## src/rv_pkg.sv

```systemverilog
package rv_pkg;

    localparam int XLEN       = 64;
    localparam int REG_AW     = 5;
    localparam int NUM_REGS   = 1 << REG_AW;
    localparam int DMEM_AW    = 6;
    localparam int DMEM_WORDS = 1 << DMEM_AW;
    localparam int IMM_W      = 32;
    localparam int SHAMT_W    = $clog2(XLEN);

    typedef enum logic [3:0] {
        OP_ADD  = 4'd0,
        OP_SUB  = 4'd1,
        OP_AND  = 4'd2,
        OP_OR   = 4'd3,
        OP_XOR  = 4'd4,
        OP_SLL  = 4'd5,
        OP_SRL  = 4'd6,
        OP_SRA  = 4'd7,
        OP_SLT  = 4'd8,
        OP_ADDI = 4'd9,
        OP_LD   = 4'd10,
        OP_SD   = 4'd11
    } opcode_e;

    // decoded instruction as it enters the pipe.
    typedef struct packed {
        opcode_e                 op;
        logic [REG_AW-1:0]       rd;
        logic [REG_AW-1:0]       rs1;
        logic [REG_AW-1:0]       rs2;
        logic signed [IMM_W-1:0] imm;
    } instr_t;

    typedef struct packed {
        opcode_e                 op;
        logic [REG_AW-1:0]       rd;
        logic [REG_AW-1:0]       rs1;
        logic [REG_AW-1:0]       rs2;
        logic signed [IMM_W-1:0] imm;
        logic [XLEN-1:0]         rs1_val;
        logic [XLEN-1:0]         rs2_val;
        logic                    wr_en;   // writes a register other than x0.
    } idex_t;

    typedef struct packed {
        opcode_e           op;
        logic [REG_AW-1:0] rd;
        logic              wr_en;
        logic [XLEN-1:0]   result;      // alu result or memory byte address.
        logic [XLEN-1:0]   store_data;
    } exmem_t;

    typedef struct packed {
        logic [REG_AW-1:0] rd;
        logic              wr_en;
        logic [XLEN-1:0]   value;
    } retire_t;

endpackage
```

## src/id_stage.sv

```systemverilog
module id_stage (
    input  logic                    clk,
    input  logic                    rst_n,
    input  logic                    load_en,
    input  rv_pkg::instr_t          in_instr,
    input  logic [rv_pkg::XLEN-1:0] rf_rd1,
    input  logic [rv_pkg::XLEN-1:0] rf_rd2,
    output rv_pkg::idex_t           id_rec,
    output rv_pkg::instr_t          id_instr
);
    import rv_pkg::*;

    instr_t instr_n;
    instr_t instr_q;

    // addi and ld carry no rs2, clear it so no false hazard is seen.
    always_comb begin
        instr_n = in_instr;
        if (in_instr.op inside {OP_ADDI, OP_LD}) begin
            instr_n.rs2 = '0;
        end
    end

    always_ff @(posedge clk or negedge rst_n) begin
        if (!rst_n) begin
            instr_q <= '0;
        end else if (load_en) begin
            instr_q <= instr_n;
        end
    end

    assign id_instr = instr_q;  // addresses for the register file and hazard check.

    always_comb begin
        id_rec.op      = instr_q.op;
        id_rec.rd      = instr_q.rd;
        id_rec.rs1     = instr_q.rs1;
        id_rec.rs2     = instr_q.rs2;
        id_rec.imm     = instr_q.imm;
        id_rec.rs1_val = rf_rd1;
        id_rec.rs2_val = rf_rd2;
        id_rec.wr_en   = (instr_q.op != OP_SD) && (instr_q.rd != '0);  // x0 never written.
    end

endmodule

```

## config.mk

```make
export PLATFORM = sky130hd
export DESIGN_NAME = id_stage
export DESIGN_NICKNAME = d
export VERILOG_FILES = /design/src/rv_pkg.sv /design/src/id_stage.sv
export SDC_FILE = /design/constraint.sdc
export NUM_CORES = 1
export LEC_CHECK = 0
export ABC_CLOCK_PERIOD_IN_PS = 900
export BUFFER_PORTS_ARGS = -buffer_cell sky130_fd_sc_hd__buf_2
export CORE_AREA = 2 2 162 164
export CTS_CLUSTER_DIAMETER = 50
export DETAILED_ROUTE_END_ITERATION = 8
export DIE_AREA = 0 0 164 166
export PLACE_DENSITY = 0.49
export SYNTH_ARGS = -nofsm -noshare
export SYNTH_HDL_FRONTEND = slang
export SYNTH_SLANG_ARGS = --single-unit
```

## constraint.sdc

```tcl
create_clock -name clk -period 0.9 [get_ports clk]
set_input_delay 0.135 -clock clk [delete_from_list [all_inputs] [get_ports clk]]
set_output_delay 0.135 -clock clk [all_outputs]
set_load 0.03 [all_outputs]
```

# After elaboration in Yosys (flattened, before gate mapping)
# Index checks and enable logic that the tools add are counted.
[word_totals]
register_bits = 51
word_cells = 12
[classes]
n_eq_ne = 3
mux = 1
reduce_logical = 3
[op_table]
columns = ["operator", "n"]
rows = [
  ["$eq 4x4->1 const B", 2],
  ["$mux 5", 1],
  ["$reduce_bool 5->1", 1],
  ["$ne 4x4->1 const B", 1],
  ["$reduce_bool 2->1", 1],
  ["$logic_and 1x1->1", 1],
]

# Logic depth before layout (Yosys ltp)
[logic_depth]
depth_word = 3
mapped_depth = 4
mapped_depth_nobuf = 2

# Worst setup path before layout
# No wires, ideal clock.
[synth_path]
path_type = "register -> output"
startpoint = "reg instr_q, in the netlist id_instr[49]"
endpoint = "out id_rec[0] (netlist bit)"
arrival_time_ns = 1.232
t_required_ns = 0.765
slack_ns = -0.467
stages_incl_launch_ff = 3
n_path_buf = 0
path_cell_list = "dfrtp_1 -> and4b_1 -> a21oi_1"
[synth_rtl]
columns = ["item", "line", "text"]
rows = [
  ["start: declaration", "id_stage.sv:14", "instr_t instr_q;"],
  ["start signal: assignment", "id_stage.sv:28", "instr_q <= instr_n;"],
  ["end: declaration", "id_stage.sv:8", "output rv_pkg::idex_t id_rec,"],
]

==> results.py <==
metrics = {
    "power": {
        "p_seq_share_pct": 36.2,
        "switching_power_mw": 2.75,
        "p_int_mw": 5.11,
        "p_leak_nw": 2.07,
        "vdd_drop_max_mv": 0.665,
        "clockPowerShare_pct": 25.9,
        "swShare_pct": 35.0,
        "p_comb_share_pct": 37.9,
        "p_per_area_mw_per_mm2": 1750,
    },
    "yosys": {
        "synth_xor_area_share_pct": 0.248,
        "synthSimpleGateAreaFrac_pct": 0.814,
        "yosys-top-cells-area": "buf_4 38%, dfrtp_1 36%, mux2_4 19%, buf_12 2.8%, mux2i_1 1.4%",
        "synth_compound_area_share_pct": 0.849,
        "synth_area_mm2": 0.00354,
        "synth_warnings": 0,
        "synth_top_family_by_area": "buffers and inverters",
        "syn-num-nets": 480,
        "synthMuxAreaShare_pct": 20.8,
        "synthAdderAreaFrac_pct": 0,
        "synth_cell_types": 13,
        "synth_cells": 298,
        "avgSynthCellArea_um2": 11.9,
        "async_flop_share_pct": 100,
        "ys_ff_latch": 51,
        "yosysTopAreaCell": "buf_4",
        "synth_commonest_cells": "179 x buf_4, 51 x dfrtp_1, 45 x mux2_4",
        "synth_edf_count": 0,
        "synth_top_area_share_pct": 38.0,
        "yosys.cell_count.top_type": "buf_4",
        "yosysSeqAreaShare_pct": 36.1,
        "ys.flop_type": "dfrtp_1",
    },
    "route": {
        "vias_per_cell": 2.97,
        "wl_per_cell_um": 12.6,
        "drc": 0,
        "detail_route.wirelength_mm": 8.06,
        "ant_nets": 0,
        "dr.pass1.iters": 4,
        "drt_iter0_drc": 31,
        "num_vias": 1902,
    },
    "worst_setup_path": {
        "crit_path_end_kind": "output port",
        "cp_top_family": "flip-flops",
        "max_stage_delay_ns": 0.41,
        "crit_path_max_fanout": 2,
        "crit_slowest_cell": "dfrtp_2",
        "setup.worst_path.class": "register to output port",
        "rrSetupSlack_ns": -0.11,
        "crit_buf_inv": 1,
        "worstPathCellList": "and4b_1, a21oi_4, buf_6",
        "critical_path_required_ns": 0.76,
        "start_kind": "register",
        "worstPathArrival_ns": 1.20,
    },
    "placement": {
        "hpwl_mm": 5.85,
        "port_buffers": 156,
        "dpl_cell_area_mm2": 0.00351,
        "dp_cells": 620,
        "gp_congestion": 0.634,
    },
    "sta": {
        "rsz0062_at_grt": "yes",
        "fin_crit_ns": 1.34,
        "whs_ns": 0.0529,
        "fin_ws_ns": -0.438,
        "slew_viol_final": 0,
        "period_share_pct": 149,
        "hold_violations": 0,
        "fmax_ghz": 0.747,
        "clock_skew_ns": 0,
        "slew_headroom_pct": 74.9,
        "finalSetupViolations": 123,
        "tightest_slew_ns": 0.376,
        "fin_tns_setup_ns": -14.71,
    },
    "clock_network": {
        "cts_tree": "yes",
        "cts.sink_count": 51,
        "cts_root_buf": "clkbuf_16",
        "numCtsBuffers": 5,
        "cts_buffer_depth": 2,
        "clk_pin_slew_worst_paths_ns": 0.08,
        "htree_levels": 2,
        "insertion_delay_ns": 0.30,
    },
    "floorplan": {
        "start_util_pct": 13.8,
        "die_height_um": 166,
        "die_w_um": 164,
        "coreArea_mm2": 0.0256,
        "boundaryPins": 413,
        "num_rows": 59,
        "dieArea_mm2": 0.0272,
    },
    "final_layout": {
        "syn_to_final_growth_pct": 27.1,
        "drive_gt1_share_pct": 94.1,
        "fin_cells": 641,
        "ff_latch_area_mm2": 0.00133,
        "fillers": 2807,
        "largest_reg_flops": 51,
        "multi_input_area_um2": 830,
        "num_antenna_cells": 0,
        "final_nets": 487,
        "fin_area_mm2": 0.00449,
    },
    "global_route": {
        "grt_use_total_pct": 5.69,
        "grt_pass1_wl_mm": 11.5,
        "antenna_found_initial": 0,
        "grt_pass1_vias": 2046,
        "overflow": 0,
        "grt_max_degree": 30,
    },
    "job": {
        "cap_violations": 0,
    },
    "worst_hold_path": {
        "hp-class": "input pin to register",
    },
    "run_status": {
        "violations": "negative setup slack",
        "status": "finished with violations",
    },
}
[metal layers]
metal	vias to the layer above	global-route usage [%]	share of wire [%]
met2	194	9.65	48
met1	852	5.00	32
met5	-	0	0
met4	0	4.23	6.2
met3	64	3.15	14
li1	792	-	-
[power groups by stage]
stage | registers (mW) | logic [mW] | clock network [mW]
after global placement | 2.76 | 2.28 | 0
final | 2.84 | 2.98 | 2.03
after global routing | 2.88 | 3.13 | 2.28
after CTS | 2.82 | 2.97 | 2.21
after detailed placement | 2.77 | 2.27 | 0
after floorplan | 3.26 | 2.40 | 0
[stage by stage]
step / setup slack (ns) / util [%] / power, mW
after global routing: -0.475 / 17.5 / 8.29
after detailed placement: -0.153 / 13.7 / 5.04
after CTS: -0.452 / 17.4 / 8.00
final: -0.438 / 17.5 / 7.86
after floorplan: -0.175 / - / 5.67
after global placement: -0.159 / 13.7 / 5.04
[cell usage in the layout (no fill, tap or decap)]
cell type and count:
and4b_1 1, mux2_2 1, dfrtp_1 5, buf_8 1, buf_12 3, xor2_1 1
dfrtp_2 46, a21oi_4 1, nor3_4 1, buf_2 52, clkbuf_16 5, clkinv_4 2
buf_4 7, nor2_2 1, mux2i_1 5, a21oi_1 5, clkinvlp_4 1, and3b_2 1
buf_6 121, mux2_4 45, dlygate4sd3_1 1
[kinds of logic (layout without fill, tap and decap cells)]
family | after synthesis | in the layout
AOI/OAI and AO/OA | 6 | 6
buffers and inverters | 185 | 193
muxes | 51 | 51
DFF | 51 | 51
and+or+nand+nor | 4 | 4
xor gates and xnor gates | 1 | 1
[area by class of cell]
cell class | count | share of cell area [%]
clock inverter | 3 | 0.557
tap | 335 | 9.33
timing repair buffer | 185 | 39.2
clock buffer | 5 | 2.78
sequential | 51 | 29.7
multi-input combinational | 62 | 18.5
[timing repair]
item / in CTS / in global routing
buffers inserted: 17 / 5
pin swaps: 0 / 3
hold buffers: 1 / 0
resized for setup: 214 / 20
endpoints found under the setup margin: 112 / 123
hold endpoints to repair: 51 / 0
[worst paths after layout]
check,from,to,cells past startpoint
min reg2reg,id_instr[2]$_DFFE_PN0P_,id_instr[2]$_DFFE_PN0P_,1
max in group asynchronous,rst_n,id_instr[3]$_DFFE_PN0P_,3
max,id_instr[50]$_DFFE_PN0P_,id_rec[0],3
min in group asynchronous,rst_n,id_instr[46]$_DFFE_PN0P_,3
min,in_instr[15],id_instr[15]$_DFFE_PN0P_,2
max reg2reg,id_instr[50]$_DFFE_PN0P_,id_instr[50]$_DFFE_PN0P_,3
(Power assumes the default switching activity.)
