**config.mk**
```make
export PLATFORM = sky130hd
export DESIGN_NAME = reg_file
export DESIGN_NICKNAME = d
export VERILOG_FILES = /design/src/rv_pkg.sv /design/src/reg_file.sv
export SDC_FILE = /design/constraint.sdc
export NUM_CORES = 2
export LEC_CHECK = 0
export BUFFER_PORTS_ARGS = -buffer_cell sky130_fd_sc_hd__buf_2
export CORE_MARGIN = 2
export CORE_UTILIZATION = 25
export CTS_BUF_LIST = sky130_fd_sc_hd__clkbuf_8
export CTS_CLUSTER_DIAMETER = 40
export DETAILED_ROUTE_END_ITERATION = 7
export PLACE_DENSITY_LB_ADDON = 0.3
export SLEW_MARGIN = 40
export SYNTH_ARGS = -nofsm -noshare
export SYNTH_HDL_FRONTEND = slang
export SYNTH_SLANG_ARGS = --single-unit
```
**constraint.sdc**
```tcl
create_clock -name clk -period 2.65 [get_ports clk]
set_clock_uncertainty 0.15 [all_clocks]
set_input_delay 0 -clock clk [delete_from_list [all_inputs] [get_ports clk]]
set_output_delay 0 -clock clk [all_outputs]
set_load 0.01 [all_outputs]
```
**src/rv_pkg.sv**
```systemverilog
package rv_pkg;

    localparam int XLEN       = 64;
    localparam int REG_AW     = 5;
    localparam int NUM_REGS   = 1 << REG_AW;
    localparam int DMEM_AW    = 6;
    localparam int DMEM_WORDS = 1 << DMEM_AW;
    localparam int IMM_W      = 32;
    localparam int SHAMT_W    = $clog2(XLEN);

    typedef enum logic [3:0] {
        OP_ADD  = 4'd0,
        OP_SUB  = 4'd1,
        OP_AND  = 4'd2,
        OP_OR   = 4'd3,
        OP_XOR  = 4'd4,
        OP_SLL  = 4'd5,
        OP_SRL  = 4'd6,
        OP_SRA  = 4'd7,
        OP_SLT  = 4'd8,
        OP_ADDI = 4'd9,
        OP_LD   = 4'd10,
        OP_SD   = 4'd11
    } opcode_e;

    // decoded instruction as it enters the pipe.
    typedef struct packed {
        opcode_e                 op;
        logic [REG_AW-1:0]       rd;
        logic [REG_AW-1:0]       rs1;
        logic [REG_AW-1:0]       rs2;
        logic signed [IMM_W-1:0] imm;
    } instr_t;

    typedef struct packed {
        opcode_e                 op;
        logic [REG_AW-1:0]       rd;
        logic [REG_AW-1:0]       rs1;
        logic [REG_AW-1:0]       rs2;
        logic signed [IMM_W-1:0] imm;
        logic [XLEN-1:0]         rs1_val;
        logic [XLEN-1:0]         rs2_val;
        logic                    wr_en;   // writes a register other than x0.
    } idex_t;

    typedef struct packed {
        opcode_e           op;
        logic [REG_AW-1:0] rd;
        logic              wr_en;
        logic [XLEN-1:0]   result;      // alu result or memory byte address.
        logic [XLEN-1:0]   store_data;
    } exmem_t;

    typedef struct packed {
        logic [REG_AW-1:0] rd;
        logic              wr_en;
        logic [XLEN-1:0]   value;
    } retire_t;

endpackage
```
**src/reg_file.sv**
```systemverilog
module reg_file (
    input  logic                      clk,
    input  logic                      rst_n,
    input  logic [rv_pkg::REG_AW-1:0] rd1_addr,
    input  logic [rv_pkg::REG_AW-1:0] rd2_addr,
    output logic [rv_pkg::XLEN-1:0]   rd1_data,
    output logic [rv_pkg::XLEN-1:0]   rd2_data,
    input  logic                      wr_en,
    input  logic [rv_pkg::REG_AW-1:0] wr_addr,
    input  logic [rv_pkg::XLEN-1:0]   wr_data
);
    import rv_pkg::*;

    logic [XLEN-1:0] regs [NUM_REGS];

    always_ff @(posedge clk or negedge rst_n) begin
        if (!rst_n) begin
            for (int i = 0; i < NUM_REGS; i++) begin
                regs[i] <= '0;
            end
        end else if (wr_en && wr_addr != '0) begin
            regs[wr_addr] <= wr_data;
        end
    end

    function automatic logic [XLEN-1:0] read_port(input logic [REG_AW-1:0] addr);
        if (addr == '0) begin
            return '0;
        end
        if (wr_en && wr_addr == addr) begin
            return wr_data;  // same-edge write passes straight through.
        end
        return regs[addr];
    endfunction

    always_comb begin
        rd1_data = read_port(rd1_addr);
        rd2_data = read_port(rd2_addr);
    end

endmodule

```
======== After elaboration in Yosys (flattened, before gate mapping) ========
Index checks and enable logic that the tools add are counted.
word-level totals
  word-level logic and storage cells ...... 71
  flip-flop bits (word level) ............. 2048
operators by class
  order comparisons ....................... 4
  equality and inequality tests ........... 2
  bitwise logic cells ..................... 3
  muxes and demuxes ....................... 23
  reductions and logical operators ........ 7
operators with widths
  cell                  number
  $bwmux W2048          1
  $mux W64              13
  $bmux W64 S5          2
  $demux W64 S5         1
  $ge A6 B6 Y1 const B  3
  $not A5 Y6            3
  $eq A5 B5 Y1          2
  $logic_not A5 Y1      2
  $lt A6 B1 Y1 const B  1
  $mux W1               6
  $reduce_bool A5 Y1    1
  $logic_and A1 B1 Y1   4

======== Depth between registers and ports, before layout ========
  depth in word-level cells ............... 6
  mapped depth ............................ 11
  gate-level depth less buffers ........... 6

======== Worst setup path after synthesis ========
Ideal clock, no wire load.
  kind .................................... register to output
  start point ............................. register regs[274] (netlist bit)
  end point ............................... output port rd2_data[18] (netlist bit)
  cell stages (with the launch flop) ...... 5
  slack ................................... 758 ps
  data arrival time ....................... 1742 ps
  cell sequence ........................... dfrtp_1 > mux4_2 > mux4_2 > and3_1 > a211o_1
between the ends
  longest elaborated chain between the ends .. 5
ends and longest elaborated chain
  item                                         line            text
  start, declared                              reg_file.sv:14  logic [XLEN-1:0] regs [NUM_REGS];
  start signal, assigned by index              reg_file.sv:22  regs[wr_addr] <= wr_data;
  $bmux W64 S5                                 reg_file.sv:33  return regs[addr];
  $mux W64 (not written as such) (2 in a row)  reg_file.sv:33
  $mux W64                                     reg_file.sv:33
  $mux W64                                     reg_file.sv:30  if (wr_en && wr_addr == addr) begin
  end, declared                                reg_file.sv:7   output logic [rv_pkg::XLEN-1:0] rd2_data,
Every way passes these cells. The select of a mux whose other input is x is not followed.

======== Worst setup path in the final report ========
  start point ............................. register regs[908] (netlist bit)
  end point ............................... output port rd2_data[12] (netlist bit)
The elaborated chain is that of the path after synthesis.

==> flow_summary.json <==
{
  "synth_common_cells": "dfrtp_1 (2048), mux2_2 (1862), mux4_2 (809), clkbuf_1 (493), mux2i_1 (433)",
  "synth_cell_types": 70,
  "start_kind": "flop",
  "netlist_area_sq_um": 109000,
  "reg2reg_depth": 2,
  "synth-async-reset-ratio_pct": 100,
  "largest_reg_flops": 2048,
  "wire_per_inst_um": 34.3,
  "violations": "negative setup slack",
  "crit_type": "flop to output port",
  "ys_ff_latch": 2048,
  "die_w_um": 665,
  "nets": 8514,
  "holdPathStages": 6,
  "layout-drive-gt1-share_pct": 57.4,
  "antenna_found_initial": 35,
  "yosys-top-cells-area": "dfrtp_1 (47%), mux2_2 (19%), mux4_2 (17%), mux2i_1 (4.0%), mux2_1 (1.7%)",
  "drtIter0Drc": 7803,
  "wirelength_um": 498000,
  "netlist_instances": 7631,
  "register_area_sq_um": 51300,
  "cts_buffers": 419,
  "setup_viol": 130,
  "first_global_vias": 83500,
  "hp-start": "wr_addr[4]",
  "root_buffer": "clkbuf_8",
  "drt-pass1-iter-count": 5,
  "ir_worst_vdd_mv": 0.461,
  "rr_endpoint": "regs[1358]",
  "grt_max_degree": 122,
  "io_buffers": 209,
  "setup_tns_ps": -45270,
  "period_share_pct": 128,
  "reg_top3": "regs x2048",
  "timing.critical_path.mode_cell": "mux4_2",
  "postPlaceCellArea_sq_um": 124000,
  "syn-num-nets": 7713,
  "core_sq_um": 435000,
  "crit_buf_inv": 1,
  "ant_nets": 0,
  "vias": 80000,
  "cp.required_ps": 2500,
  "drc_errors": 0,
  "clock.fmax_mhz": 294,
  "multi_input_area_sq_um": 57600,
  "grt_pass1_wl_um": 689000,
  "largest-register": "regs",
  "fillCellCount": 42600,
  "slew_viol_final": 0,
  "final_area_sq_um": 138000,
  "p_leak_nw": 59.6,
  "setup_ws_ps": -750,
  "cts_sinks": 2048,
  "crit_arrival_ps": 3250,
  "place_congestion": 0.870,
  "synthMostInstantiatedCell": "dfrtp_1",
  "clkLatencyLatePin_ps": 1140,
  "yosysTopAreaCell": "dfrtp_1",
  "slowest_stage": "mux4_2",
  "viasPerCell": 5.51,
  "initial_core_util_pct": 25.1,
  "min_to": "regs[1683]",
  "slowest_delay_ps": 540,
  "crit_family": "multiplexers",
  "finalCriticalPeriod_ps": 3400,
  "crit_path_end_kind": "output port",
  "power.density_nw_per_um2": 729,
  "dpl.hpwl_um": 329000,
  "avgSynthCellArea_sq_um": 14.3,
  "htreeDepth": 5,
  "synth_top_area_share_pct": 46.9,
  "hold_path.class": "primary input to flop",
  "synth_edf_count": 0,
  "status": "complete, but fails checks",
  "cp_max_fo": 3,
  "area_growth_pct": 26.6,
  "rows": 242,
  "cts_tree": "done",
  "maxCapViolCount": 0,
  "rsz0062_at_grt": "true",
  "grt-ovfl-total": 0,
  "clk_pin_slew_ps": 60,
  "power_mw": 101,
  "grt_use_total_pct": 21.9,
  "slew_headroom_pct": 39.1,
  "path_cells": "mux4_2 -> mux4_2 -> nor2b_4 -> a211o_4 -> buf_6",
  "die-area_sq_um": 443000,
  "yosysWarnings": 0,
  "boundaryPins": 210,
  "rrSetupSlack_ps": 1160,
  "worst-slew-pin-transition_ps": 911,
  "ys.flop_type": "dfrtp_1",
  "worstReg2RegStart": "regs[1358]",
  "die_h_um": 665,
  "hold_viol": 0,
  "clk_path_buf_depth": 4,
  "ys_seq_area_share_pct": 46.9
}
timing repair:
item                                   4_1_cts  5_1_grt
resized for setup                          584      201
hold buffers                               155        1
pin swaps                                  332      183
endpoints found under the hold margin     4032        6
setup endpoints to repair                  128      199
setup buffers                               58       42
final cells by class:
type / count / share of cell area, %
multi-input combinational: 4706 / 41.6
inverter: 6 / 0.0163
clock inverter: 253 / 1.57
sequential: 2048 / 37.0
tap: 5734 / 5.18
timing repair buffer: 1251 / 9.54
antenna: 18 / 0.0325
clock buffer: 503 / 5.00
logic make-up (layout without fill, tap and decap cells):
logic type                count (synthesis)  in the layout  share of synthesized area (%)
muxes                                  3271           3271                           41.5
and+or+nand+nor                         518            518                           2.21
xor gates and xnor gates                  9              9                         0.0721
buffers and inverters                   877           2013                           3.69
DFF                                    2048           2048                           46.9
AOI/OAI and AO/OA                       908            908                           5.63
other                                     0             18                              0
placed cells by master, fill, tap and decap left out, types with 28 or more instances in the layout:
cell type / synthesis / layout
nor2_2: 8 / 43
dfrtp_1: 2048 / 2043
mux2_2: 1862 / 1859
o21ai_2: 0 / 28
a22oi_2: 0 / 54
o21ai_0: 143 / 105
dlygate4sd3_1: 0 / 118
nor2_4: 0 / 47
buf_2: 266 / 141
o21ai_1: 38 / 40
bufinv_16: 0 / 33
a21oi_1: 86 / 30
inv_1: 3 / 105
buf_6: 13 / 103
clkbuf_8: 0 / 503
a221oi_2: 0 / 41
nand2_1: 95 / 65
buf_12: 0 / 274
a21oi_2: 0 / 38
a22oi_1: 181 / 127
o211ai_1: 54 / 54
o22ai_1: 153 / 70
mux2_1: 167 / 167
o22ai_2: 0 / 67
nor2_1: 229 / 147
mux4_2: 809 / 809
clkinv_2: 0 / 71
mux2i_1: 433 / 405
a221oi_1: 90 / 44
buf_4: 84 / 608
worst max path at each step:
| stage | from | end | slack (ps) | cells past startpoint |
|---|---|---|---|---|
| final | regs[908] | rd2_data[12] | -750 | 5 |
| after floorplan | regs[274] | rd2_data[18] | 760 | 4 |
| after global routing | regs[780] | rd2_data[12] | -770 | 5 |
| after CTS | regs[780] | rd2_data[12] | -870 | 6 |
| after global placement | rd1_addr[1] | rd1_data[59] | -680 | 12 |
| after detailed placement | rd1_addr[1] | rd1_data[59] | -540 | 12 |
per-layer routing:
layer,share of wire [%],track usage [%],routed length [um]
met2,46,34.9,232000
met3,7.2,4.40,35600
met5,0.0082,0,41
met4,6.1,12.2,30500
met1,40,27.9,200000
power breakdown:
part           total [mW]  internal, mW  switching [mW]
clock                36.1          20.5            15.5
sequential           41.8          37.3            4.58
combinational        23.1          12.7            10.4
through the flow:
stage	setup slack, ps	hold WS, ps	utilization [%]	cells
detailed placement	-542	-71.2	28.5	13500
floorplan	758	-446	-	7631
finish	-750	33.2	31.8	14500
global route	-771	21.3	31.8	14500
CTS	-869	1.25	31.6	14500
global placement	-677	-72.4	28.5	13500
worst reg2reg max path: cells and delay by family, from the launching register on:
kind	cells	cell delay, ps
buffers and inverters	1	560
muxes	1	260
DFF	1	400
Note: power is estimated with default switching activity, not from simulation.
