File: src/rv_pkg.sv
package rv_pkg;

    localparam int XLEN       = 64;
    localparam int REG_AW     = 5;
    localparam int NUM_REGS   = 1 << REG_AW;
    localparam int DMEM_AW    = 6;
    localparam int DMEM_WORDS = 1 << DMEM_AW;
    localparam int IMM_W      = 32;
    localparam int SHAMT_W    = $clog2(XLEN);

    typedef enum logic [3:0] {
        OP_ADD  = 4'd0,
        OP_SUB  = 4'd1,
        OP_AND  = 4'd2,
        OP_OR   = 4'd3,
        OP_XOR  = 4'd4,
        OP_SLL  = 4'd5,
        OP_SRL  = 4'd6,
        OP_SRA  = 4'd7,
        OP_SLT  = 4'd8,
        OP_ADDI = 4'd9,
        OP_LD   = 4'd10,
        OP_SD   = 4'd11
    } opcode_e;

    // decoded instruction as it enters the pipe.
    typedef struct packed {
        opcode_e                 op;
        logic [REG_AW-1:0]       rd;
        logic [REG_AW-1:0]       rs1;
        logic [REG_AW-1:0]       rs2;
        logic signed [IMM_W-1:0] imm;
    } instr_t;

    typedef struct packed {
        opcode_e                 op;
        logic [REG_AW-1:0]       rd;
        logic [REG_AW-1:0]       rs1;
        logic [REG_AW-1:0]       rs2;
        logic signed [IMM_W-1:0] imm;
        logic [XLEN-1:0]         rs1_val;
        logic [XLEN-1:0]         rs2_val;
        logic                    wr_en;   // writes a register other than x0.
    } idex_t;

    typedef struct packed {
        opcode_e           op;
        logic [REG_AW-1:0] rd;
        logic              wr_en;
        logic [XLEN-1:0]   result;      // alu result or memory byte address.
        logic [XLEN-1:0]   store_data;
    } exmem_t;

    typedef struct packed {
        logic [REG_AW-1:0] rd;
        logic              wr_en;
        logic [XLEN-1:0]   value;
    } retire_t;

endpackage
File: src/pipe_ctrl.sv
module pipe_ctrl (
    input  logic                      clk,
    input  logic                      rst_n,
    input  logic                      in_valid,
    output logic                      in_ready,
    input  logic [rv_pkg::REG_AW-1:0] id_rs1,
    input  logic [rv_pkg::REG_AW-1:0] id_rs2,
    input  logic                      ex_is_load,
    input  logic [rv_pkg::REG_AW-1:0] ex_rd,
    input  logic                      ret_ready,
    output logic                      ret_valid,
    output logic                      id_valid,
    output logic                      ex_valid,
    output logic                      mem_valid,
    output logic                      advance,
    output logic                      bubble
);

    logic rd_hit;
    logic load_use;

    // retire port stalled, so the whole pipe freezes.
    assign advance = !(ret_valid && !ret_ready);

    assign rd_hit   = (ex_rd != '0) && ((ex_rd == id_rs1) || (ex_rd == id_rs2));
    assign load_use = id_valid && ex_is_load && rd_hit;

    assign bubble   = advance && load_use;
    assign in_ready = advance && !load_use;

    always_ff @(posedge clk or negedge rst_n) begin
        if (!rst_n) begin
            id_valid  <= 1'b0;
            ex_valid  <= 1'b0;
            mem_valid <= 1'b0;
            ret_valid <= 1'b0;
        end else if (advance) begin
            ret_valid <= mem_valid;
            mem_valid <= ex_valid;
            ex_valid  <= id_valid && !bubble;  // hole behind the load.
            if (!bubble) begin
                id_valid <= in_valid;
            end
        end
    end

endmodule

File: config.mk
export PLATFORM = sky130hd
export DESIGN_NAME = pipe_ctrl
export DESIGN_NICKNAME = d
export VERILOG_FILES = /design/src/rv_pkg.sv /design/src/pipe_ctrl.sv
export SDC_FILE = /design/constraint.sdc
export NUM_CORES = 1
export LEC_CHECK = 0
export ABC_AREA = 0
export BUFFER_PORTS_ARGS = -buffer_cell sky130_fd_sc_hd__buf_2
export CAP_MARGIN = 20
export CORE_AREA = 5 5 42 44
export DETAILED_ROUTE_END_ITERATION = 8
export DIE_AREA = 0 0 47 49
export PLACE_DENSITY = 0.62
export SYNTH_ARGS = -nofsm -noshare
export SYNTH_HDL_FRONTEND = slang
export SYNTH_SLANG_ARGS = --single-unit
File: constraint.sdc
create_clock -name clk -period 2.4 [get_ports clk]
set_input_delay 0.48 -clock clk [delete_from_list [all_inputs] [get_ports clk]]
set_output_delay 0.48 -clock clk [all_outputs]
set_load 0.01 [all_outputs]
After elaboration in Yosys (flattened, before gate mapping):

Cells that the tools add are included.

* register bits after elaboration: 4
* input port bits: 20
* output and inout port bits: 7
* word-level logic and storage cells: 22

* equal/unequal tests: 2
* bitwise gates (word level): 2
* reduce and logical (&&, ||, !) cells: 14

Operator list (number)
* == test 5 bit: 2
* logical AND 1 bit: 7
* nonzero test 5 bit: 1
* zero test 1 bit: 4
* inverter 1 bit: 2
* AND reduction 2 bit: 1
* logical OR 1 bit: 1

Logic depth before layout (Yosys ltp):

* depth after elaboration: 7
* gate-level depth with buffers: 4
* gate-level depth less buffers: 4

Worst setup path before layout:

Ideal clock, no wire load.

* path kind: input -> output
* from: input port ex_rd[1] in the netlist's numbering
* to: output port in_ready
* data arrival time: 1341 ps
* slack: 579 ps
* stages: 3
* path through: or4_4 > o211ai_2 > o21a_1

* word-level cells in the longest chain between the ends: 6
* elaborated cells on any way between the ends: 8
* classes of those cells: eq/ne: 2; reduce/logical: 6

RTL lines
* from (decl): RTL line pipe_ctrl.sv:9 `input logic [rv_pkg::REG_AW-1:0] ex_rd,`
* == test 5 bit: RTL line pipe_ctrl.sv:25 `assign rd_hit = (ex_rd != '0) && ((ex_rd == id_rs1) || (ex_rd == id_rs2));`
* logical OR 1 bit: RTL line pipe_ctrl.sv:25
* logical AND 1 bit (*): RTL line pipe_ctrl.sv:25
* logical AND 1 bit (*): RTL line pipe_ctrl.sv:26 `assign load_use = id_valid && ex_is_load && rd_hit;`
* zero test 1 bit (*): RTL line pipe_ctrl.sv:29 `assign in_ready = advance && !load_use;`
* logical AND 1 bit (*): RTL line pipe_ctrl.sv:29
* to (decl): RTL line pipe_ctrl.sv:5 `output logic in_ready,`

Every way passes the cells marked *; elsewhere a longest branch is shown, timed or not.

Worst setup path in the final report:

Same ends and word-level chain as after synthesis.

==> results.rst <==
.. list-table::
   :header-rows: 1

   * - Metric
     - Value
   * - Most Frequent Cell on Critical Path
     - buf_2
   * - Row count
     - 14
   * - Crit share post-route
     - 85.6%
   * - Post-synthesis sequential area ratio
     - 31.3%
   * - Synthesized cell area
     - 320 um^2
   * - Worst-skew pair later-pin latency
     - 230 ps
   * - Net Switching
     - roughly 120 uW
   * - GPL Wtd Cong
     - about 0.67
   * - Setup slack of the worst register-to-register path
     - 1240 ps
   * - Total grt overflow
     - 0
   * - Number of setup violations in the final report
     - 0
   * - Start of the worst register-to-register path
     - ret_valid
   * - Setup Slack @ Placement
     - about 330 ps
   * - Die outline width
     - roughly 47 um
   * - # nets final
     - 84
   * - Post-synthesis net count
     - 53
   * - Post-Synthesis Cells
     - 33
   * - Avg Synthesized Cell Area
     - 9.71 um^2
   * - Buffer and inverter count on the worst path
     - 2
   * - Number of DRC violations after detailed routing
     - 0
   * - Syn-to-layout area delta
     - 55.1%
   * - Wire length of the first global-routing pass
     - 1350 um
   * - #FFs+latches synth
     - 4
   * - Internal
     - 243 uW
   * - Master of the slowest instance on the critical path
     - or4_4
   * - Achievable frequency
     - 487 MHz
   * - Post-layout worst setup margin
     - 345 ps
   * - Max Cap Viol
     - 0
   * - Clock net sink count
     - 4
   * - Leakage power figure
     - 0.249 nW
   * - Worst setup SP type
     - primary input
   * - Sequential share of power
     - 31.6%
   * - Skew final
     - 1.93 ps
   * - Hold buffer count at CTS
     - 0
   * - Setup bufs post-CTS
     - 0
   * - Number of buffer cells added on primary ports
     - 26
   * - Total area of sequential cells
     - 100 um^2
   * - CP Data Required Time
     - 1920 ps
   * - Routed length per instance
     - approximately 11 um
   * - Clock tree from TritonCTS
     - done
   * - Vias in the first global route
     - 351
   * - Multi-input logic area
     - 213 um^2
   * - Type of the worst min-delay path
     - in -> async
   * - Largest net degree at the start of global routing
     - 8
   * - Die area
     - between 2000 and 2500 um^2
   * - Post-layout minimum cycle time
     - 2060 ps
   * - Delay contributed by the slowest stage of the critical path
     - 540 ps
   * - Drt via density
     - 4.47
   * - Worst voltage drop across the vdd grid
     - 163 uV
   * - Cts bufs inserted
     - 3
   * - Clock Pin Slew Worst Setup and Hold Paths
     - 40 ps
   * - Sw frac
     - 33.5%
   * - Starting Density
     - 22.9%
   * - Number of buffers between clock root and the deepest sink
     - 2
   * - Synth Warn #
     - 0
   * - Library cells used by synthesis
     - 16
   * - H-tree levels
     - 1
   * - Post-detail-place hpwl
     - 760 um
   * - Final Hold Fails
     - 0
   * - I/O pin count
     - 27
   * - Floorplan Core Area
     - approximately 1400 um^2
   * - First-pass iteration count of the detailed router
     - 4
   * - Share of layout cells above drive strength 1
     - between 50% and 60%
   * - Global-route usage over all layers
     - 8.60%
   * - Max FO, Critical Path
     - 3
   * - Most frequent standard cell in the layout excluding fill and tap cells
     - buf_2
   * - Relative max-transition margin
     - approximately 77%
   * - Antenna Diode Count
     - 0
   * - Number of cells upsized or downsized after cts
     - 0
   * - Leading cell types in the layout, fill and taps excluded
     - 26 x buf_2, 10 x xor2_1, 4 x dfrtp_1
   * - Status
     - complete, no violations
   * - Tightest Pin Transition
     - 340 ps
   * - Floorplan die height
     - 49 um
   * - Crit Path Category
     - in -> out
   * - Number of cells on the worst reg-to-reg path
     - 4
   * - Cells along the critical path
     - buf_2 -> or4_4 -> o211ai_2 -> o21a_1 -> buf_2
   * - Setup repair after global routing missed its margin
     - no
   * - Clk network pwr share
     - 22.6%
   * - Stages on worst setup path
     - 5
   * - DR vias
     - 349
   * - Kind of capture point of the worst setup path
     - output pin
   * - Number of antenna violations at the first check in global routing
     - 0
   * - Post-Route Setup TNS
     - 0 ps
   * - Routed Antenna Nets
     - 0
   * - Worst R2R End
     - ex_valid
   * - Gate family responsible for the most delay along the worst path
     - simple AND/OR/NAND/NOR gates
   * - Combinational share of power
     - 45.8%
   * - Worst EP arrival
     - 1580 ps
   * - Fill cells
     - 168
   * - Initial DRC count
     - 2
   * - Total wirelength of the detailed-routed design
     - 870 um
   * - Final-report max-slew violation count
     - 0
   * - Pwr Density
     - 737 nW/um^2
   * - CTS root buffer
     - clkbuf_4
-- power by group through the flow --
stage / Sequential [mW] / Combinational, mW / Clock (mW)
final: 0.116 / 0.168 / 0.0828
after global routing: 0.121 / 0.181 / 0.0936
after detailed placement: 0.117 / 0.171 / 0
after global placement: 0.116 / 0.168 / 0
after CTS: 0.116 / 0.172 / 0.0863
after floorplan: 0.130 / 0.0807 / 0
-- cell families after synthesis --
kind of cell	synth area share (%)
multiplexers	10.2
AND/OR/NAND/NOR	14.5
XOR/XNOR	27.3
buffers and inverters	2.34
flip-flops	31.3
AO/OA/AOI/OAI	14.5
-- synth_stat cells --
cell type,number,area share (%)
nor3_1,3,4.7
dfrtp_1,4,31
inv_1,1,1.2
o21a_1,1,2.3
o31a_1,1,2.7
o21ai_0,2,3.1
or4_4,1,3.5
mux2i_1,1,3.1
mux2_2,2,7.0
clkbuf_1,1,1.2
a22oi_1,1,2.3
or2_2,1,2.0
nor2b_1,1,2.0
o211ai_2,1,3.9
xor2_1,10,27
nor2_1,2,2.3
-- routing by layer --
metal | up-vias | share of wire [%] | GRT usage, % | wire, um
li1 | 175 | - | - | -
met1 | 149 | 37 | 9.03 | 325
met2 | 21 | 44 | 11.8 | 382
met3 | 4 | 15 | 4.06 | 130
met4 | 0 | 3.6 | 8.29 | 31
met5 | - | 0 | 0 | 0
-- cell type report --
cell class                      count  share of cell area, %
Clock buffer                        3                   4.53
Inverter                            1                  0.756
Multi-Input combinational cell     27                   42.8
Sequential cell                     4                   20.2
Tap cell                           16                   4.03
Timing Repair Buffer               27                   27.7
-- how the worst max path moves through the flow --
stage,slack [ps],from,end
final,340,ex_rd[1],in_ready
after global placement,350,ex_rd[1],in_ready
after global routing,300,ex_rd[1],in_ready
after floorplan,580,ex_rd[1],in_ready
after CTS,340,ex_rd[1],in_ready
after detailed placement,330,ex_rd[1],in_ready
-- registers in the layout, summed over array words and instances (netlist names) --
signal	flops
id_valid	1
ret_valid	1
mem_valid	1
ex_valid	1
-- through the flow --
| step | hold slack, ps | area [um^2] | utilization [%] | total power [mW] | std cells |
|---|---|---|---|---|---|
| floorplan | 184 | 320 | - | 0.210 | 33 |
| global placement | 288 | 474 | 33.8 | 0.284 | 75 |
| detailed placement | 293 | 474 | 33.8 | 0.288 | 75 |
| CTS | 43.8 | 497 | 35.4 | 0.374 | 78 |
| global route | 37.1 | 497 | 35.4 | 0.396 | 78 |
| finish | 45.7 | 497 | 35.4 | 0.366 | 78 |
No activity file was read; power rests on OpenSTA's default activity.
