--- src/rv_pkg.sv ---
package rv_pkg;

    localparam int XLEN       = 64;
    localparam int REG_AW     = 5;
    localparam int NUM_REGS   = 1 << REG_AW;
    localparam int DMEM_AW    = 6;
    localparam int DMEM_WORDS = 1 << DMEM_AW;
    localparam int IMM_W      = 32;
    localparam int SHAMT_W    = $clog2(XLEN);

    typedef enum logic [3:0] {
        OP_ADD  = 4'd0,
        OP_SUB  = 4'd1,
        OP_AND  = 4'd2,
        OP_OR   = 4'd3,
        OP_XOR  = 4'd4,
        OP_SLL  = 4'd5,
        OP_SRL  = 4'd6,
        OP_SRA  = 4'd7,
        OP_SLT  = 4'd8,
        OP_ADDI = 4'd9,
        OP_LD   = 4'd10,
        OP_SD   = 4'd11
    } opcode_e;

    // decoded instruction as it enters the pipe.
    typedef struct packed {
        opcode_e                 op;
        logic [REG_AW-1:0]       rd;
        logic [REG_AW-1:0]       rs1;
        logic [REG_AW-1:0]       rs2;
        logic signed [IMM_W-1:0] imm;
    } instr_t;

    typedef struct packed {
        opcode_e                 op;
        logic [REG_AW-1:0]       rd;
        logic [REG_AW-1:0]       rs1;
        logic [REG_AW-1:0]       rs2;
        logic signed [IMM_W-1:0] imm;
        logic [XLEN-1:0]         rs1_val;
        logic [XLEN-1:0]         rs2_val;
        logic                    wr_en;   // writes a register other than x0.
    } idex_t;

    typedef struct packed {
        opcode_e           op;
        logic [REG_AW-1:0] rd;
        logic              wr_en;
        logic [XLEN-1:0]   result;      // alu result or memory byte address.
        logic [XLEN-1:0]   store_data;
    } exmem_t;

    typedef struct packed {
        logic [REG_AW-1:0] rd;
        logic              wr_en;
        logic [XLEN-1:0]   value;
    } retire_t;

endpackage
--- src/ex_stage.sv ---
module ex_stage (
    input  logic                      clk,
    input  logic                      rst_n,
    input  logic                      advance,
    input  logic                      ex_valid,
    input  logic                      mem_valid,
    input  logic                      wb_valid,
    input  rv_pkg::idex_t             id_rec,
    input  rv_pkg::retire_t           wb_rec,
    output rv_pkg::exmem_t            exm_rec,
    output logic                      ex_is_load,
    output logic [rv_pkg::REG_AW-1:0] ex_rd
);
    import rv_pkg::*;

    idex_t              ex_q;
    logic [XLEN-1:0]    op_a;
    logic [XLEN-1:0]    op_b;
    logic [XLEN-1:0]    imm_ext;
    logic [XLEN-1:0]    alu_b;
    logic [SHAMT_W-1:0] shamt;
    logic [XLEN-1:0]    alu_res;

    always_ff @(posedge clk or negedge rst_n) begin
        if (!rst_n) begin
            ex_q <= '0;
        end else if (advance) begin
            ex_q <= id_rec;
        end
    end

    operand_fwd u_fwd (
        .rs1       (ex_q.rs1),
        .rs2       (ex_q.rs2),
        .rs1_val   (ex_q.rs1_val),
        .rs2_val   (ex_q.rs2_val),
        .exm_valid (mem_valid),
        .exm_rec   (exm_rec),
        .wb_valid  (wb_valid),
        .wb_rec    (wb_rec),
        .op_a      (op_a),
        .op_b      (op_b)
    );

    assign imm_ext = {{(XLEN-IMM_W){ex_q.imm[IMM_W-1]}}, ex_q.imm};
    assign alu_b   = (ex_q.op inside {OP_ADDI, OP_LD, OP_SD}) ? imm_ext : op_b;
    assign shamt   = alu_b[SHAMT_W-1:0];

    always_comb begin
        case (ex_q.op)
            OP_ADD, OP_ADDI, OP_LD, OP_SD: alu_res = op_a + alu_b;  // loads and stores form the address.
            OP_SUB:  alu_res = op_a - alu_b;
            OP_AND:  alu_res = op_a & alu_b;
            OP_OR:   alu_res = op_a | alu_b;
            OP_XOR:  alu_res = op_a ^ alu_b;
            OP_SLL:  alu_res = op_a << shamt;
            OP_SRL:  alu_res = op_a >> shamt;
            OP_SRA:  alu_res = $signed(op_a) >>> shamt;
            OP_SLT:  alu_res = {{(XLEN-1){1'b0}}, $signed(op_a) < $signed(alu_b)};
            default: alu_res = '0;
        endcase
    end

    always_ff @(posedge clk or negedge rst_n) begin
        if (!rst_n) begin
            exm_rec <= '0;
        end else if (advance) begin
            exm_rec.op         <= ex_q.op;
            exm_rec.rd         <= ex_q.rd;
            exm_rec.wr_en      <= ex_valid && ex_q.wr_en;  // empty slot writes nothing.
            exm_rec.result     <= alu_res;
            exm_rec.store_data <= op_b;
        end
    end

    assign ex_is_load = ex_valid && (ex_q.op == OP_LD);
    assign ex_rd      = ex_q.rd;

endmodule

--- src/operand_fwd.sv ---
module operand_fwd (
    input  logic [rv_pkg::REG_AW-1:0] rs1,
    input  logic [rv_pkg::REG_AW-1:0] rs2,
    input  logic [rv_pkg::XLEN-1:0]   rs1_val,
    input  logic [rv_pkg::XLEN-1:0]   rs2_val,
    input  logic                      exm_valid,
    input  rv_pkg::exmem_t            exm_rec,
    input  logic                      wb_valid,
    input  rv_pkg::retire_t           wb_rec,
    output logic [rv_pkg::XLEN-1:0]   op_a,
    output logic [rv_pkg::XLEN-1:0]   op_b
);
    import rv_pkg::*;

    logic exm_src_ok;
    logic wb_src_ok;

    // a load in ex/mem only holds its address, its data comes later from mem/wb.
    assign exm_src_ok = exm_valid && exm_rec.wr_en && (exm_rec.op != OP_LD);
    assign wb_src_ok  = wb_valid && wb_rec.wr_en;

    // youngest producer wins. wr_en is never set for x0, so x0 keeps its read value.
    function automatic logic [XLEN-1:0] pick(
        input logic [REG_AW-1:0] rs,
        input logic [XLEN-1:0]   rf_val
    );
        if (exm_src_ok && exm_rec.rd == rs) begin
            return exm_rec.result;
        end
        if (wb_src_ok && wb_rec.rd == rs) begin
            return wb_rec.value;
        end
        return rf_val;
    endfunction

    always_comb begin
        op_a = pick(rs1, rs1_val);
        op_b = pick(rs2, rs2_val);
    end

endmodule

--- config.mk ---
export PLATFORM = sky130hd
export DESIGN_NAME = ex_stage
export DESIGN_NICKNAME = d
export VERILOG_FILES = /design/src/rv_pkg.sv /design/src/ex_stage.sv /design/src/operand_fwd.sv
export SDC_FILE = /design/constraint.sdc
export NUM_CORES = 2
export LEC_CHECK = 0
export BUFFER_PORTS_ARGS = -buffer_cell sky130_fd_sc_hd__buf_2
export CAP_MARGIN = 5
export CORE_MARGIN = 2
export CORE_UTILIZATION = 55
export CTS_BUF_LIST = sky130_fd_sc_hd__clkbuf_8
export CTS_CLUSTER_DIAMETER = 50
export DETAILED_ROUTE_END_ITERATION = 6
export PLACE_DENSITY = 0.78
export SYNTH_ARGS = -nofsm -noshare
export SYNTH_HDL_FRONTEND = slang
export SYNTH_SLANG_ARGS = --single-unit
--- constraint.sdc ---
create_clock -name clk -period 5 [get_ports clk]
set_input_delay 0.75 -clock clk [delete_from_list [all_inputs] [get_ports clk]]
set_output_delay 0.75 -clock clk [all_outputs]
set_load 0.05 [all_outputs]
==> impl_metrics.yaml, run 1 <==
floorplanning:
  row_count: 93
  die_y_um: 260.0
  io_pins: 400
  initial_core_util_pct: 55.82
  die_width_um: 260.0
synth:
  synth-main-ff-cell: "dfrtp_1"
  yosys.area.top_type_share_pct: 22.07
  synth-edff-count: 0
  yosysTopAreaCell: "dfrtp_1"
  synth-seq-area-share_pct: 22.07
  synth_seq_cells: 318
  synth_fp_nets: 5142
  synth_cells: 4691
  yosysWarnings: 0
  async_flop_share_pct: 100.0
  synth.distinct_cells: 104
  synthesis.area_um2: 36050
  ys_top_cells_by_area: "dfrtp_1 22%, mux2_2 8.7%, a21oi_1 6.8%"
  syn_avg_cell_area_um2: 7.685
outcome:
  error: "[ERROR GRT-0116] Global routing finished with congestion. Check the congestion regions in the DRC Viewer."
  status: "stopped before the end"
  haltStage: "global routing (5_1_grt)"
placed_design:
  pre_cts_ws_ps: -917.9
  dp_hpwl_um: 177700
  dp.cells: 6809
  placed_area_um2: 47700
  gp_congestion: 1.310
  portBuffers: 399
clocking:
  cts_root_buffer: "clkbuf_8"
  cts-buffers-inserted: 59
  ctsHtreeMaxLevel: 2
  clkSinkCount: 318
  cts_buffer_depth: 3
grt:
  first_global_vias: 57753
  grt_max_degree: 121
  overflow: 139
  grt_pass1_wl_um: 407000
  grtUsageTotal_pct: 81.38
cell usage after synthesis (26+ instances only):
| library cell | number |
|---|---|
| inv_1 | 200 |
| nand3_1 | 180 |
| and2_1 | 35 |
| a21oi_1 | 487 |
| o211ai_1 | 53 |
| o21ai_1 | 26 |
| xnor2_1 | 32 |
| nor2b_1 | 53 |
| o22ai_1 | 42 |
| a21o_1 | 81 |
| nand4_1 | 31 |
| a22oi_1 | 36 |
| ha_1 | 193 |
| nor2_1 | 297 |
| a211oi_1 | 61 |
| nor3_1 | 169 |
| a31oi_1 | 81 |
| a31oi_2 | 28 |
| buf_1 | 31 |
| clkbuf_1 | 244 |
| o31ai_1 | 39 |
| o21bai_1 | 44 |
| buf_2 | 97 |
| o221ai_1 | 43 |
| a221oi_1 | 49 |
| nand2_1 | 417 |
| mux2i_1 | 164 |
| dfrtp_1 | 318 |
| mux2_2 | 277 |
| nor4_1 | 30 |
| o21ai_0 | 398 |
routing by layer:
metal | GRT overflow | track usage (%)
met5 | 0 | 45.87
met4 | 74 | 76.96
met3 | 2 | 68.92
met2 | 60 | 94.51
met1 | 3 | 83.07
logic make-up after synthesis:
logic type	count (synthesis)	synth area share, %
XOR/XNOR	33	0.8018
multiplexers	452	13.89
flip-flops	318	22.07
AND/OR/NAND/NOR	1327	17.15
buffers and inverters	605	6.994
adder cells (fa/ha/maj)	195	6.810
AO/OA/AOI/OAI	1761	32.27
timing repair:
item | in CTS
gates cloned | 8
endpoints found under the setup margin | 50
hold buffers | 0
buffers inserted | 68
resized for setup | 403
pin swaps | 113
per-stage QoR:
stage / TNS (ps) / util [%]
CTS: -25.77 / 79.63
floorplan: -1373 / -
global placement: -24990 / 73.86
detailed placement: -33220 / 73.86
==> run 2: changes to the inputs <==
--- a/config.mk
+++ b/config.mk
@@ -8,11 +8,9 @@
 export BUFFER_PORTS_ARGS = -buffer_cell sky130_fd_sc_hd__buf_2
 export CAP_MARGIN = 5
 export CORE_MARGIN = 2
-export CORE_UTILIZATION = 55
-export CTS_BUF_LIST = sky130_fd_sc_hd__clkbuf_8
-export CTS_CLUSTER_DIAMETER = 50
+export CORE_UTILIZATION = 40
 export DETAILED_ROUTE_END_ITERATION = 6
-export PLACE_DENSITY = 0.78
+export PLACE_DENSITY_LB_ADDON = 0.15
 export SYNTH_ARGS = -nofsm -noshare
 export SYNTH_HDL_FRONTEND = slang
 export SYNTH_SLANG_ARGS = --single-unit
==> constraint.sdc (replaced) <==
create_clock -name clk -period 6.5 [get_ports clk]
set_input_delay 0.975 -clock clk [delete_from_list [all_inputs] [get_ports clk]]
set_output_delay 0.975 -clock clk [all_outputs]
set_load 0.05 [all_outputs]
==> run 2 against run 1 <==
Net effect:
- the flow now finishes, with violations (DRC)
- synthesized area unchanged
- synthesized cell count unchanged
==> impl_metrics.yaml, run 2 <==
placed_design:
  dp.cells: 6324
  dp_hpwl_um: 189200
  portBuffers: 399
  placed_area_um2: 41510
  gp_congestion: 1.166
critical_path:
  critPathCaptureType: "flop"
  crit_fanout: 64
  r2r_end: "exm_rec[107]"
  cp-start-kind: "flop"
  r2r-start: "exm_rec[136]"
  crit_end: "exm_rec[107]"
  crit_path_start: "exm_rec[136]"
  r2r_slack_ps: 260
  worst_ep_arrival_time_ps: 6740
  required_ps: 6990
  crit_type: "flop to flop"
  rr_worst_depth: 22
floorplanning:
  row_count: 110
  die_width_um: 304.2
  initial_core_util_pct: 40.23
  die_area_um2: 92540
  io_pins: 400
  die_y_um: 304.2
  fp.coreArea_um2: 89600
synth:
  synthesis.area_um2: 36050
  synth_fp_nets: 5142
  synth_xor_area_share_pct: 0.8017
  synth.distinct_cells: 104
  yosysTopAreaCell: "dfrtp_1"
  async_flop_share_pct: 100.0
  synth_cells: 4691
  synth_compound_area_share_pct: 32.27
  ys_top_cells_by_area: "dfrtp_1 22%, mux2_2 8.7%, a21oi_1 6.8%"
  synth-seq-area-share_pct: 22.07
  yosys.area_share.simple_pct: 17.15
  synthAdderAreaFrac_pct: 6.810
  synth-main-ff-cell: "dfrtp_1"
  synthTopCellsByCount: "487 x a21oi_1, 417 x nand2_1, 398 x o21ai_0, 318 x dfrtp_1, 297 x nor2_1"
  synthMostInstantiatedCell: "a21oi_1"
  syn_avg_cell_area_um2: 7.685
  synthMuxAreaShare_pct: 13.89
  yosys.area.top_type_share_pct: 22.07
  synth_top_family_by_area: "compound AO/OA/AOI/OAI gates"
  yosysWarnings: 0
  synth_seq_cells: 318
  synth-edff-count: 0
finish:
  final_common_cell: "a21oi_1"
  area_growth_pct: 19.16
  final_cell_mix: "486 x a21oi_1, 442 x buf_4, 413 x nand2_1, 397 x o21ai_0, 397 x buf_2"
  fin_area_um2: 42960
  final_layout_size_suffix_gt1_share_pct: 25.74
  nets: 5645
  finalNonFillerCells: 6411
  largest_register: "ex_q"
  largest_reg_flops: 175
power:
  leakagePower_nw: 18.96
  peakVddDrop_mv: 0.2274
  power_density_nw_per_um2: 339.8
clocking:
  clkSinkCount: 318
  clock_latency_ps: 630
  cts_root_buffer: "clkbuf_16"
  cts-buffers-inserted: 42
  path_clk_slew_ps: 60
  cts_buffer_depth: 3
  cts_tree: "done"
  ctsHtreeMaxLevel: 2
grt:
  grtUsageTotal_pct: 49.60
  antenna_found_initial: 23
  overflow: 0
  grt_max_degree: 144
  first_global_vias: 41623
  grt_pass1_wl_um: 328400
detailed_routing:
  vias: 44151
  drt_iter0_markers: 7041
  drcViolationCount: 10
  wl_um: 238900
  final_antenna_net_count: 0
  drt_pass1_iterations: 7
  vias_per_cell: 6.887
  wl_per_cell_um: 37.27
min_path:
  hold_class: "input pin to async pin"
outcome:
  failed_checks: "DRC"
  status: "finished with violations"
sta:
  max_slew_margin_pct: 21.40
  hold_slack_ps: 323.8
  max_freq_mhz: 160.2
  rsz0062_at_grt: "no"
  finalCriticalPeriod_ps: 6243
  min_period_over_period_pct: 96.05
  clock_skew_ps: 35.22
  setup_tns_ps: 0
  setup-violations-final: 0
  tightest_slew_ps: 1171
  drv_slew: 0
  finalHoldViolations: 0
flow_run:
  drv_cap: 0
-- run 2: cell counts after synthesis --
No cell type changed its count.
-- run 2: layout make-up --
type	instances	area, um^2
diodes	9	22.52
clock buffers	57	1157
clock inverters	19	236.5
fillers	9068	46640
inverters	208	784.5
multi-input cells	3768	25700
flip-flops and latches	318	7958
well taps	1176	1471
repair buffers	856	5623
-- run 2: critical path: stages (launching register included) --
cell and delay, ps:
dfrtp_1 430, nand4bb_1 290, nand4_1 340, nor2_4 200
buf_4 190, buf_12 250, o21ai_0 180, nand2_1 90
nand2_1 80, ha_1 350, a21oi_1 310, o21ai_0 240
or3_1 380, a311oi_1 630, buf_4 240, o31a_1 270
o41ai_2 150, buf_4 190, a31oi_1 350, nor3_1 140
a311oi_1 270, o211ai_1 160, o32a_1 340
-- run 2: timing repair --
action / CTS / global route
resized for setup: 0 / 2
setup endpoints to repair: 0 / 3
setup buffers: 0 / 1
hold buffers: 0 / 0
-- run 2: through the flow --
stage	power (mW)	util, %	setup WS, ps
2_1_floorplan	7.491	-	455.8
3_3_place_gp	11.58	46.33	-59.15
3_5_place_dp	11.55	46.33	-67.85
4_1_cts	14.01	47.89	328.7
5_1_grt	14.88	47.93	47.16
6_report	14.60	47.94	256.8
-- run 2: layer usage --
| layer | up-vias | track usage, % | share of wire, % |
|---|---|---|---|
| met3 | 699 | 23.09 | 16 |
| met2 | 3381 | 69.00 | 39 |
| li1 | 18530 | - | - |
| met1 | 21521 | 62.65 | 38 |
| met5 | - | 0.1550 | 0.18 |
| met4 | 20 | 27.88 | 7.0 |
-- run 2: worst min path at each step --
stage                      end  cells after the start
floorplan            ex_q[160]                      1
global placement    exm_rec[2]                      2
detailed placement  exm_rec[2]                      2
CTS                   ex_q[17]                      1
global route          ex_q[91]                      1
finish                ex_q[91]                      1
-- run 2: logic make-up after synthesis --
| logic type | Yosys count |
|---|---|
| compound gates | 1761 |
| xor+xnor | 33 |
| fa+ha+maj | 195 |
| buf+inv | 605 |
| flops | 318 |
| mux | 452 |
| simple gates | 1327 |
-- run 2: where the power goes --
part	leakage, nW	internal, mW	switching [mW]
logic	14.5	2.85	6.38
registers	3.82	2.27	0.650
clock network	0.676	1.38	1.07
total	19.0	6.50	8.09
Note: power is estimated with default switching activity, not from simulation.
